[src/hw/imagePkg.sv]
package imagePkg;

  // --------------------
  // Raster geometry
  // --------------------

  // Pixels per image row. The row buffer holds exactly one row.
  localparam int imgWidth = 16;

  localparam int colBits = $clog2(imgWidth);
  localparam int rowBits = 8;

  // --------------------
  // Pixel and position types
  // --------------------

  typedef logic [7:0] pixelT;

  typedef logic [colBits-1:0] colT;

  // Row index wraps, since frame height is not limited.
  typedef logic [rowBits-1:0] rowT;

  // Position of the bottom-right pixel of a 2x2 window.
  typedef struct packed {
    rowT row;
    colT col;
  } coordT;

  // A 2x2 window that ends at the current pixel.
  //   a b
  //   c d
  typedef struct packed {
    pixelT a;
    pixelT b;
    pixelT c;
    pixelT d;
  } quadT;

endpackage

[src/hw/interpPkg.sv]
package interpPkg;

  // --------------------
  // Arithmetic types
  // --------------------

  // Q16 weight, so 24'h010000 stands for 1.0.
  typedef logic [23:0] weightT;

  // Products and sums are kept at 24 bits through the adder tree.
  typedef logic [23:0] accT;

  // --------------------
  // Sampling setup
  // --------------------

  localparam int sampleRadius = 3;
  localparam int numDirs = 4;

  // Order here matches the sample fields below.
  localparam int dirAngles [numDirs] = '{45, 135, 225, 315};

  // Weights w1 to w4 scale window pixels a to d.
  typedef struct packed {
    weightT w1;
    weightT w2;
    weightT w3;
    weightT w4;
  } weightSetT;

  typedef struct packed {
    imagePkg::pixelT s45;
    imagePkg::pixelT s135;
    imagePkg::pixelT s225;
    imagePkg::pixelT s315;
  } sampleSetT;

  // Each radius contributes three distinct weights. The four diagonal
  // directions are rotations of one another, so they reuse the same three
  // values in a different arrangement over the window.
  // Unknown radius or angle gives all-zero weights.
  function automatic weightSetT dirWeights(input int angle, input int radius);
    weightT x;
    weightT y;
    weightT z;
    weightSetT ws;
    case (radius)
      2: {x, y, z} = {24'h003E1D, 24'h0057D8, 24'h002BEC};
      3: {x, y, z} = {24'h001B4A, 24'h00C5A6, 24'h0003C4};
      4: {x, y, z} = {24'h002463, 24'h000789, 24'h00AFB0};
      5: {x, y, z} = {24'h003FAD, 24'h003739, 24'h00496B};
      6: {x, y, z} = {24'h002F0B, 24'h0092D6, 24'h000F12};
      7: {x, y, z} = {24'h000C37, 24'h0000A5, 24'h00E6EA};
      8: {x, y, z} = {24'h0039B3, 24'h001E24, 24'h006E73};
      default: {x, y, z} = '0;
    endcase
    case (angle)
      45: ws = '{w1: x, w2: y, w3: z, w4: x};
      135: ws = '{w1: z, w2: x, w3: x, w4: y};
      225: ws = '{w1: x, w2: z, w3: y, w4: x};
      315: ws = '{w1: y, w2: x, w3: x, w4: z};
      default: ws = '0;
    endcase
    return ws;
  endfunction

endpackage

[src/hw/bilinearInterp.sv]
`timescale 1ns/10ps

module bilinearInterp #(
  parameter int angle = 45
) (
  input  logic           clk,
  input  logic           rst_n,
  input  imagePkg::quadT quad,
  output interpPkg::accT result
);
  import imagePkg::*;
  import interpPkg::*;

  // Weights are fixed when the design is elaborated.
  localparam weightSetT wts = dirWeights(angle, sampleRadius);

  quadT quadReg;
  accT  prodA;
  accT  prodB;
  accT  prodC;
  accT  prodD;
  accT  sumAB;
  accT  sumCD;
  accT  sumAll;

  // --------------------
  // Pipeline
  // --------------------

  always_ff @(posedge clk) begin
    if (!rst_n) begin
      quadReg <= '0;
    end else begin
      quadReg <= quad;
    end
  end

  // Products keep only their low 24 bits.
  always_ff @(posedge clk) begin
    if (!rst_n) begin
      prodA <= '0;
      prodB <= '0;
      prodC <= '0;
      prodD <= '0;
    end else begin
      prodA <= accT'(wts.w1 * weightT'(quadReg.a));
      prodB <= accT'(wts.w2 * weightT'(quadReg.b));
      prodC <= accT'(wts.w3 * weightT'(quadReg.c));
      prodD <= accT'(wts.w4 * weightT'(quadReg.d));
    end
  end

  always_ff @(posedge clk) begin
    if (!rst_n) begin
      sumAB <= '0;
      sumCD <= '0;
    end else begin
      sumAB <= prodA + prodB;
      sumCD <= prodC + prodD;
    end
  end

  always_ff @(posedge clk) begin
    if (!rst_n) begin
      sumAll <= '0;
    end else begin
      sumAll <= sumAB + sumCD;
    end
  end

  assign result = sumAll;

endmodule

[src/hw/quadGather.sv]
`timescale 1ns/10ps

module quadGather (
  input  logic            clk,
  input  logic            rst_n,
  input  logic            pixelValid,
  input  imagePkg::pixelT pixel,
  input  logic            sof,
  input  imagePkg::pixelT rdData,
  output logic            wrEn,
  output imagePkg::colT   addr,
  output imagePkg::pixelT wrData,
  output logic            quadValid,
  output imagePkg::quadT  quad,
  output imagePkg::coordT quadCoord
);
  import imagePkg::*;

  colT   colCnt;
  rowT   rowCnt;
  colT   curCol;
  rowT   curRow;

  logic  curValid;
  pixelT curPixel;
  coordT curCoord;

  pixelT leftPixel;
  pixelT upLeftPixel;

  // Start of frame places this pixel at the origin.
  assign curCol = sof ? '0 : colCnt;
  assign curRow = sof ? '0 : rowCnt;

  assign wrEn   = pixelValid;
  assign addr   = curCol;
  assign wrData = pixel;

  // --------------------
  // Position counters
  // --------------------

  always_ff @(posedge clk) begin
    if (!rst_n) begin
      colCnt <= '0;
      rowCnt <= '0;
    end else if (pixelValid) begin
      if (curCol == colT'(imgWidth - 1)) begin
        colCnt <= '0;
        rowCnt <= curRow + 1'b1;
      end else begin
        colCnt <= curCol + 1'b1;
        rowCnt <= curRow;
      end
    end
  end

  // Stage 1 holds the current pixel while the row buffer read completes.
  always_ff @(posedge clk) begin
    if (!rst_n) begin
      curValid <= 1'b0;
      curPixel <= '0;
      curCoord <= '0;
    end else begin
      curValid <= pixelValid;
      if (pixelValid) begin
        curPixel <= pixel;
        curCoord <= '{row: curRow, col: curCol};
      end
    end
  end

  // --------------------
  // Window register
  // --------------------

  // The pixel above arrives from the row buffer now. The left and upper-left
  // pixels are what the previous step saw as current and above.
  always_ff @(posedge clk) begin
    if (!rst_n) begin
      quadValid   <= 1'b0;
      quad        <= '0;
      quadCoord   <= '0;
      leftPixel   <= '0;
      upLeftPixel <= '0;
    end else begin
      quadValid <= curValid && (curCoord.row != '0) && (curCoord.col != '0);
      if (curValid) begin
        quad        <= '{a: upLeftPixel, b: rdData, c: leftPixel, d: curPixel};
        quadCoord   <= curCoord;
        leftPixel   <= curPixel;
        upLeftPixel <= rdData;
      end
    end
  end

endmodule

[src/hw/rotSampler.sv]
`timescale 1ns/10ps

module rotSampler (
  input  logic                 clk,
  input  logic                 rst_n,
  input  logic                 pixelValid,
  input  imagePkg::pixelT      pixel,
  input  logic                 sof,
  output logic                 sampleValid,
  output interpPkg::sampleSetT samples,
  output imagePkg::coordT      sampleCoord
);
  import imagePkg::*;
  import interpPkg::*;

  logic  wrEn;
  colT   addr;
  pixelT wrData;
  pixelT rdData;

  logic  quadValid;
  quadT  quad;
  coordT quadCoord;

  accT   r45;
  accT   r135;
  accT   r225;
  accT   r315;

  // --------------------
  // Window formation
  // --------------------

  quadGather uGather (
    .clk        (clk),
    .rst_n      (rst_n),
    .pixelValid (pixelValid),
    .pixel      (pixel),
    .sof        (sof),
    .rdData     (rdData),
    .wrEn       (wrEn),
    .addr       (addr),
    .wrData     (wrData),
    .quadValid  (quadValid),
    .quad       (quad),
    .quadCoord  (quadCoord)
  );

  rowBuffer uRowBuf (
    .clk    (clk),
    .rst_n  (rst_n),
    .wrEn   (wrEn),
    .addr   (addr),
    .wrData (wrData),
    .rdData (rdData)
  );

  // --------------------
  // Directional samples
  // --------------------

  bilinearInterp #(.angle(dirAngles[0])) uInterp45 (
    .clk    (clk),
    .rst_n  (rst_n),
    .quad   (quad),
    .result (r45)
  );

  bilinearInterp #(.angle(dirAngles[1])) uInterp135 (
    .clk    (clk),
    .rst_n  (rst_n),
    .quad   (quad),
    .result (r135)
  );

  bilinearInterp #(.angle(dirAngles[2])) uInterp225 (
    .clk    (clk),
    .rst_n  (rst_n),
    .quad   (quad),
    .result (r225)
  );

  bilinearInterp #(.angle(dirAngles[3])) uInterp315 (
    .clk    (clk),
    .rst_n  (rst_n),
    .quad   (quad),
    .result (r315)
  );

  sampleAssembler uAssembler (
    .clk         (clk),
    .rst_n       (rst_n),
    .quadValid   (quadValid),
    .quadCoord   (quadCoord),
    .r45         (r45),
    .r135        (r135),
    .r225        (r225),
    .r315        (r315),
    .sampleValid (sampleValid),
    .samples     (samples),
    .sampleCoord (sampleCoord)
  );

endmodule

[src/hw/rowBuffer.sv]
`timescale 1ns/10ps

module rowBuffer (
  input  logic            clk,
  input  logic            rst_n,
  input  logic            wrEn,
  input  imagePkg::colT   addr,
  input  imagePkg::pixelT wrData,
  output imagePkg::pixelT rdData
);
  import imagePkg::*;

  pixelT mem [imgWidth];

  // The incoming pixel replaces the one from the row above.
  always_ff @(posedge clk) begin
    if (wrEn) begin
      mem[addr] <= wrData;
    end
  end

  // Read and write share the address, so the read returns the old row's
  // pixel at this column. It holds until the next write.
  always_ff @(posedge clk) begin
    if (!rst_n) begin
      rdData <= '0;
    end else if (wrEn) begin
      rdData <= mem[addr];
    end
  end

endmodule

[src/hw/sampleAssembler.sv]
`timescale 1ns/10ps

module sampleAssembler (
  input  logic                 clk,
  input  logic                 rst_n,
  input  logic                 quadValid,
  input  imagePkg::coordT      quadCoord,
  input  interpPkg::accT       r45,
  input  interpPkg::accT       r135,
  input  interpPkg::accT       r225,
  input  interpPkg::accT       r315,
  output logic                 sampleValid,
  output interpPkg::sampleSetT samples,
  output imagePkg::coordT      sampleCoord
);
  import imagePkg::*;
  import interpPkg::*;

  // Matches the interpolator latency.
  localparam int delayLen = 4;

  typedef struct packed {
    logic  valid;
    coordT coord;
  } tagT;

  tagT   tagDly [delayLen];
  accT   results [numDirs];
  pixelT rounded [numDirs];

  // Round half up from Q16 and clip to the pixel range.
  function automatic pixelT roundPixel(input accT value);
    logic [24:0] biased;
    biased = {1'b0, value} + 25'h008000;
    return (biased[24:16] > 9'd255) ? 8'hFF : biased[23:16];
  endfunction

  assign results = '{r45, r135, r225, r315};

  for (genvar i = 0; i < numDirs; i++) begin : gRound
    assign rounded[i] = roundPixel(results[i]);
  end

  always_ff @(posedge clk) begin
    if (!rst_n) begin
      tagDly <= '{default: '0};
    end else begin
      tagDly[0] <= '{valid: quadValid, coord: quadCoord};
      for (int i = 1; i < delayLen; i++) begin
        tagDly[i] <= tagDly[i-1];
      end
    end
  end

  always_ff @(posedge clk) begin
    if (!rst_n) begin
      sampleValid <= 1'b0;
      samples     <= '0;
      sampleCoord <= '0;
    end else begin
      sampleValid <= tagDly[delayLen-1].valid;
      samples     <= '{s45: rounded[0], s135: rounded[1], s225: rounded[2], s315: rounded[3]};
      sampleCoord <= tagDly[delayLen-1].coord;
    end
  end

endmodule

[config.mk]
export PLATFORM = sky130hd
export DESIGN_NAME = rotSampler
export DESIGN_NICKNAME = d
export VERILOG_FILES = /design/src/hw/imagePkg.sv /design/src/hw/interpPkg.sv /design/src/hw/bilinearInterp.sv /design/src/hw/quadGather.sv /design/src/hw/rotSampler.sv /design/src/hw/rowBuffer.sv /design/src/hw/sampleAssembler.sv
export SDC_FILE = /design/constraint.sdc
export NUM_CORES = 2
export LEC_CHECK = 0
export ABC_CLOCK_PERIOD_IN_PS = 12600
export BUFFER_PORTS_ARGS = -buffer_cell sky130_fd_sc_hd__buf_2
export CAP_MARGIN = 40
export CELL_PAD_IN_SITES_DETAIL_PLACEMENT = 1
export CELL_PAD_IN_SITES_GLOBAL_PLACEMENT = 1
export CORE_MARGIN = 2
export CORE_UTILIZATION = 30
export DETAILED_ROUTE_END_ITERATION = 8
export PLACE_DENSITY_LB_ADDON = 0.25
export SLEW_MARGIN = 20
export SYNTH_ARGS = -nofsm -noshare
export SYNTH_HDL_FRONTEND = slang
export SYNTH_SLANG_ARGS = --single-unit
[constraint.sdc]
create_clock -name clk -period 12.6 [get_ports clk]
set_clock_uncertainty 0.05 [all_clocks]
set_input_delay 1.89 -clock clk [delete_from_list [all_inputs] [get_ports clk]]
set_output_delay 1.89 -clock clk [all_outputs]
set_load 0.01 [all_outputs]
Word-level counts from Yosys, hierarchy flattened
Memory sizes are Yosys's and may differ from the RTL's. A register that Yosys moved wholly into a read port is not among the register bits. Cells that the tools add are included. Widths: inputs -> output; s select.

Bits in writable memories: 128. Input port bits: 12. Logic and storage cells: 123. Flip-flop bits (word level): 783. Memories kept: 1.

Add/sub/neg operators: 18. Reductions and logical operators: 5. $lt $le $gt $ge: 4. Multiplexer cells: 10. Multipliers: 12. Equality and inequality tests: 1.

Memories: uRowBuf.mem (words 16, bits a word 8, rd ports 1, clocked after Yosys merged registers in 1, write ports 1, RTL line rowBuffer.sv:13) `pixelT mem [imgWidth];`.

Operators by type and width (count): $add 24x24->24 (12); $add 24x16->25 const B (4); $mul 15x8->23 const A (4); $mul 12x8->20 const A (4); $mul 8x8->16 const A (4); $mux 8 (6); $gt 9x8->1 const B (4); $add 8x1->8 const B (1); $mux 4 (2); $reduce_bool 8->1 (1); $add 4x1->4 const B (1); $eq 4x4->1 const B (1); $reduce_bool 4->1 (1); $logic_and 1x1->1 (2); $mux 1 (2); $logic_not 1->1 (1).

Depth between registers and ports, before layout
Depth in word-level cells: 3. Gate-level depth with buffers: 19. Mapped depth without buffers: 18.

Modules after synthesis
Synthesis repeated with hierarchy kept, for this count alone.

Cells, all modules: 6793. Area total of the unflattened synthesis: 66632.7 µm².

By module, submodules not included: bilinearInterp (uInterp225) (area an instance 13815.8 µm², instances 1, cells each 1483, seq. area each 3563.4 µm²); bilinearInterp (uInterp135) (area an instance 13758.2 µm², instances 1, cells each 1487, seq. area each 3563.4 µm²); bilinearInterp (uInterp315) (area an instance 13749.4 µm², instances 1, cells each 1489, seq. area each 3563.4 µm²); bilinearInterp (uInterp45) (area an instance 13518.0 µm², instances 1, cells each 1449, seq. area each 3563.4 µm²); rowBuffer (area an instance 5278.8 µm², instances 1, cells each 269, seq. area each 4003.8 µm²); sampleAssembler (area an instance 3274.4 µm², instances 1, cells each 301, seq. area each 1941.9 µm²); quadGather (area an instance 3238.1 µm², instances 1, cells each 315, seq. area each 1561.5 µm²).

Worst setup path after synthesis
Ideal clock, no wire load.

Path kind: register to register. Start: register uInterp315.quadReg[30] (netlist name). End: register uInterp315.prodA[22]. Slack: 7.850 ns. Data required time: 12.478 ns. Setup time: 0.072 ns. Period minus slack after synthesis: 4.750 ns. Stages on the path, launching flop included: 17. Data arrival time: 4.628 ns. Cells stage by stage: dfxtp_1 > inv_1 > ha_1 > xnor2_1 > ha_1 > or2_2 > fa_1 > fa_1 > ha_1 > and2_1 > a22o_1 > a31o_2 > o41ai_4 > nor3_1 > a2111oi_2 > a22o_1 > mux2i_1.

Longest elaborated chain between the ends: 1.

Ends and longest elaborated chain: start: declaration (RTL line bilinearInterp.sv:17) `quadT quadReg;`; start signal: assignment (RTL line bilinearInterp.sv:34) `quadReg <= quad;`; $mul 15x8->23 (RTL line bilinearInterp.sv:46) `prodA <= accT'(wts.w1 * weightT'(quadReg.a));`; end signal: assignment (RTL line bilinearInterp.sv:46); end: declaration (RTL line bilinearInterp.sv:18) `accT prodA;`.

No other way between the ends. A chain may end at the register's enable or synchronous reset.

==> impl_summary.md <==
Run status
The flow ran to the end, and the final reports show no timing, DRC or antenna violations.

Setup path
The worst setup path is launched from a register. STA classifies the critical path endpoint as a register. The data required time at the worst endpoint is approximately 13 ns. The arrival time reported for the critical path endpoint is between 5 and 6 ns. The type of the worst setup path is reg -> reg. The maximum net fanout on the critical path is 12.

Yosys
For this run, asynchronously set or reset flops after synthesis account for 0%. The average cell area after synthesis is 9.878 um^2. The register bit total from synthesis is just under 800. During synthesis, Yosys emitted a total of 0 warnings. The most used flip-flop cell after synthesis is sky130_fd_sc_hd__dfxtp_1. The synthesized netlist contains slightly above 80 unique library cells. In the synthesized netlist, the number of instances is slightly below 5000. Sequential cells were found to cover 34.74% of the synthesized design area.

The number of synthesized flops with an enable pin is 128. In this run the cell area of the synthesized design comes to between 0.04 and 0.05 mm^2. The number of nets handed over by synthesis was slightly below 6000.

Clock network
The count of buffers added by post-CTS timing repair for setup is 0. In this run the number of H-tree levels came out at 3. The tree built by TritonCTS fans out to a little under 800 sinks.

TritonCTS built the clock tree. The clock latency at the later pin of the worst-skew pair is approximately 0.72 ns. Gates resized during post-CTS repair numbered 0. The number of clock buffers added by TritonCTS is 92. The clock passes through at most 3 buffers.

In this run the clock root is driven by a sky130_fd_sc_hd__clkbuf_16. The clock-pin slew of the registers on the worst-case setup and hold paths is ~0.06 ns. Buffers inserted to repair hold after CTS numbered 0.

Placed design
The area after detailed placement is between 0.05 and 0.06 mm^2. The half-perimeter wire length after detailed placement is roughly 110 mm. The congestion estimate from routability-driven global placement came to just under 0.9. After detailed placement, the design holds a cell count of ~7000. Timing analysis after detailed placement gives a worst setup slack of 7.249 ns. Port buffering added between 50 and 60 buffers.

Timing
Setup violations remaining at the end of the flow were counted as 0. Setup repair after global routing left no endpoint under its margin. In the post-route analysis, the smallest setup slack over all paths is 7.233 ns. Summed over all failing endpoints, the final setup total negative slack is 0 ns.

Measured against its own limit, the worst slew margin works out to between 40% and 50%. The worst path in the final design needs a cycle of about 5.4 ns, including I/O delays and setup. Timing would allow up to between 150 and 200 MHz. At the pin with the least slew margin, the transition time is 0.8371 ns. The worst path uses a little over two fifths of the clock period. The final hold violation count is 0. The final count of pins violating max slew is 0.

Route
Dividing the detail-routed wire length by the instance count gives roughly 19 um. In this run the remaining antenna-violating nets after routing total 0. The via count normalized by instance count is 4.806. The number of DRC violations after detailed-routing iteration 0 is around 1500. The count of vias placed by the detailed router is around 35000. The first detailed-routing pass ran for 5 iterations. Wires add up to ~140 mm.

The DRC violation count after routing is 0.

Layout
The net count of the finished layout is slightly below 6000. The design area is between 0.05 and 0.06 mm^2. Cells with a size suffix above 1 make up under 10% of the layout. The number of fill cells in the layout is about 18000. The sequential cell area in the final layout is 0.01684 mm^2.

The area growth from synthesis to layout is 12.60%. The final cell count without fillers is roughly 7000. At the end of the flow the core is filled with cells to 33.98%. The area of the multi-input gates is just under 0.03 mm^2.

Power
The analysis attributes to cell leakage a power of 26.18 nW. The power density relative to cell area is between 100 and 150 mW/mm^2. VDD sags by at most ~0.13 mV.

Global routing
The number of global-route vias before repair is 36940. Global routing consumed, over all layers together, roughly 17% of the routing resources. The number of antenna violations at the first check in global routing is 5. Entering global routing, the biggest net connects roughly 140 pins.

The global route total overflow is 0. The first global-routing pass estimated roughly 210 mm of wire.

Floorplan
Measured along the x axis, the die boundary spans just over 400 um. The starting utilization of the core area is between 30% and 40%. After floorplanning, the core was divided into ~150 placement rows. During I/O placement, the number of pins put on the boundary was 57. The region available for standard cell placement spans 0.1606 mm^2.

From bottom edge to top edge, the die measures between 400 and 500 um. The die covers between 0.15 and 0.2 mm^2.

Worst hold path
The type of the worst min-delay path is reg -> reg.

Run
The number of maximum-capacitance violations is 0.
-- placed cells by master, fill, tap and decap left out, types with 50 or more instances in the layout --
cell type	instances
sky130_fd_sc_hd__a211oi_1	50
sky130_fd_sc_hd__a21o_1	111
sky130_fd_sc_hd__a21oi_1	310
sky130_fd_sc_hd__and2_1	176
sky130_fd_sc_hd__buf_2	55
sky130_fd_sc_hd__clkbuf_16	94
sky130_fd_sc_hd__dfxtp_1	648
sky130_fd_sc_hd__edfxtp_1	128
sky130_fd_sc_hd__fa_1	216
sky130_fd_sc_hd__ha_1	723
sky130_fd_sc_hd__inv_1	439
sky130_fd_sc_hd__mux2i_1	82
sky130_fd_sc_hd__nand2_1	173
sky130_fd_sc_hd__nand2b_1	67
sky130_fd_sc_hd__nand3_1	73
sky130_fd_sc_hd__nor2_1	502
sky130_fd_sc_hd__nor2b_1	71
sky130_fd_sc_hd__nor3_1	102
sky130_fd_sc_hd__o21ai_0	159
sky130_fd_sc_hd__xnor2_1	150
sky130_fd_sc_hd__xor2_1	139
-- flip-flops by register name (all words and copies together) (netlist names), 15 cells and up --
register / count
uInterp315.prodC: 18
uAssembler.tagDly: 52
uInterp315.sumCD: 21
uInterp225.sumCD: 22
uInterp135.prodD: 23
uInterp135.prodA: 16
uInterp225.prodD: 19
uInterp45.prodC: 16
uGather.quad: 32
uInterp315.prodB: 18
uInterp45.prodB: 23
uInterp225.sumAB: 21
uRowBuf.mem: 128
uAssembler.samples: 32
uInterp315.quadReg: 32
uInterp135.sumCD: 23
uInterp225.prodB: 15
uInterp45.sumCD: 21
uInterp225.prodA: 18
uInterp315.sumAB: 22
uInterp315.prodA: 22
uInterp45.sumAB: 23
uInterp135.sumAB: 21
uInterp225.prodC: 22
-- where the power goes --
group          total, mW  internal, mW  switching (mW)
Clock               2.85          1.70            1.15
Combinational      0.318         0.114           0.204
Sequential          2.59          2.56          0.0299
Total               5.75          4.37            1.38
-- path summary, 6_finish.rpt --
kind                                            to  slack [ns]  cells past startpoint                         startpoint
setup / recovery   uInterp225.prodC[23]$_SDFF_PN0_        7.23                     16  uInterp315.quadReg[14]$_SDFF_PN0_
hold / removal    uAssembler.tagDly[17]$_SDFF_PN0_        0.38                      1   uAssembler.tagDly[30]$_SDFF_PN0_
hold reg to reg   uAssembler.tagDly[17]$_SDFF_PN0_        0.38                      1   uAssembler.tagDly[30]$_SDFF_PN0_
setup reg to reg   uInterp225.prodC[23]$_SDFF_PN0_        7.23                     16  uInterp315.quadReg[14]$_SDFF_PN0_
-- worst max-delay path, stage by stage, from the launching register on --
cell	delay, ns
sky130_fd_sc_hd__dfxtp_1	0.71
sky130_fd_sc_hd__inv_1	0.10
sky130_fd_sc_hd__ha_1	0.38
sky130_fd_sc_hd__xnor2_1	0.57
sky130_fd_sc_hd__ha_1	0.26
sky130_fd_sc_hd__or2_2	0.11
sky130_fd_sc_hd__fa_1	0.44
sky130_fd_sc_hd__fa_1	0.49
sky130_fd_sc_hd__ha_1	0.35
sky130_fd_sc_hd__o21a_1	0.12
sky130_fd_sc_hd__o31a_1	0.13
sky130_fd_sc_hd__o31a_1	0.31
sky130_fd_sc_hd__a31o_1	0.26
sky130_fd_sc_hd__o41ai_4	0.31
sky130_fd_sc_hd__nor2_2	0.08
sky130_fd_sc_hd__or4b_1	0.51
sky130_fd_sc_hd__o311ai_1	0.08
-- synth_stat cells (40+ instances only) --
master / count / area, um^2
sky130_fd_sc_hd__nor2b_1: 72 / 450.4
sky130_fd_sc_hd__mux2i_1: 82 / 820.8
sky130_fd_sc_hd__a21o_1: 111 / 833.3
sky130_fd_sc_hd__ha_1: 723 / 9046
sky130_fd_sc_hd__a211oi_1: 50 / 375.4
sky130_fd_sc_hd__nor3_1: 103 / 515.5
sky130_fd_sc_hd__and3_1: 40 / 250.2
sky130_fd_sc_hd__nand2b_1: 67 / 419.2
sky130_fd_sc_hd__nor2_1: 502 / 1884
sky130_fd_sc_hd__fa_1: 216 / 4324
sky130_fd_sc_hd__clkbuf_1: 108 / 405.4
sky130_fd_sc_hd__dfxtp_1: 649 / 12990
sky130_fd_sc_hd__o21bai_1: 43 / 322.8
sky130_fd_sc_hd__o21ai_0: 159 / 795.8
sky130_fd_sc_hd__and2_1: 176 / 1101
sky130_fd_sc_hd__nand3_1: 73 / 365.4
sky130_fd_sc_hd__xnor2_1: 150 / 1314
sky130_fd_sc_hd__nand2_1: 173 / 649.4
sky130_fd_sc_hd__a21oi_1: 310 / 1551
sky130_fd_sc_hd__edfxtp_1: 128 / 3844
sky130_fd_sc_hd__xor2_1: 139 / 1217
sky130_fd_sc_hd__inv_1: 440 / 1652
-- metrics by stage --
step | hold WS (ns) | power (mW)
after detailed placement | 0.3706 | 2.966
after global placement | 0.3699 | 2.960
after global routing | 0.4011 | 6.000
after CTS | 0.3832 | 5.862
final | 0.3815 | 5.754
after floorplan | 0.3619 | 2.848
-- kinds of logic (layout without fill, tap and decap cells) --
family,after synthesis,after routing,share of synthesized area [%]
AO/OA/AOI/OAI,887,887,11.77
adder cells (fa/ha/maj),939,939,27.59
flip-flops,777,777,34.74
multiplexers,105,105,2.600
AND/OR/NAND/NOR,1350,1350,13.74
other,0,1,0
buffers and inverters,559,693,4.338
XOR/XNOR,289,289,5.223
-- layout make-up --
type	count	share of cell area, %
Inverter	440	3.040
Tap cell	2160	4.953
Sequential cell	777	30.86
Timing Repair Buffer	81	0.9516
Clock inverter	45	1.298
Antenna cell	1	0.004586
Clock buffer	127	4.781
Multi-Input combinational cell	3570	54.12
-- metal layers --
| metal | wire (um) | global-route usage [%] |
|---|---|---|
| met1 | 64700 | 22.28 |
| met2 | 63190 | 28.01 |
| met3 | 3639 | 2.047 |
| met4 | 3511 | 4.624 |
| met5 | 0 | 0 |
Note: power is estimated with default switching activity, not from simulation.
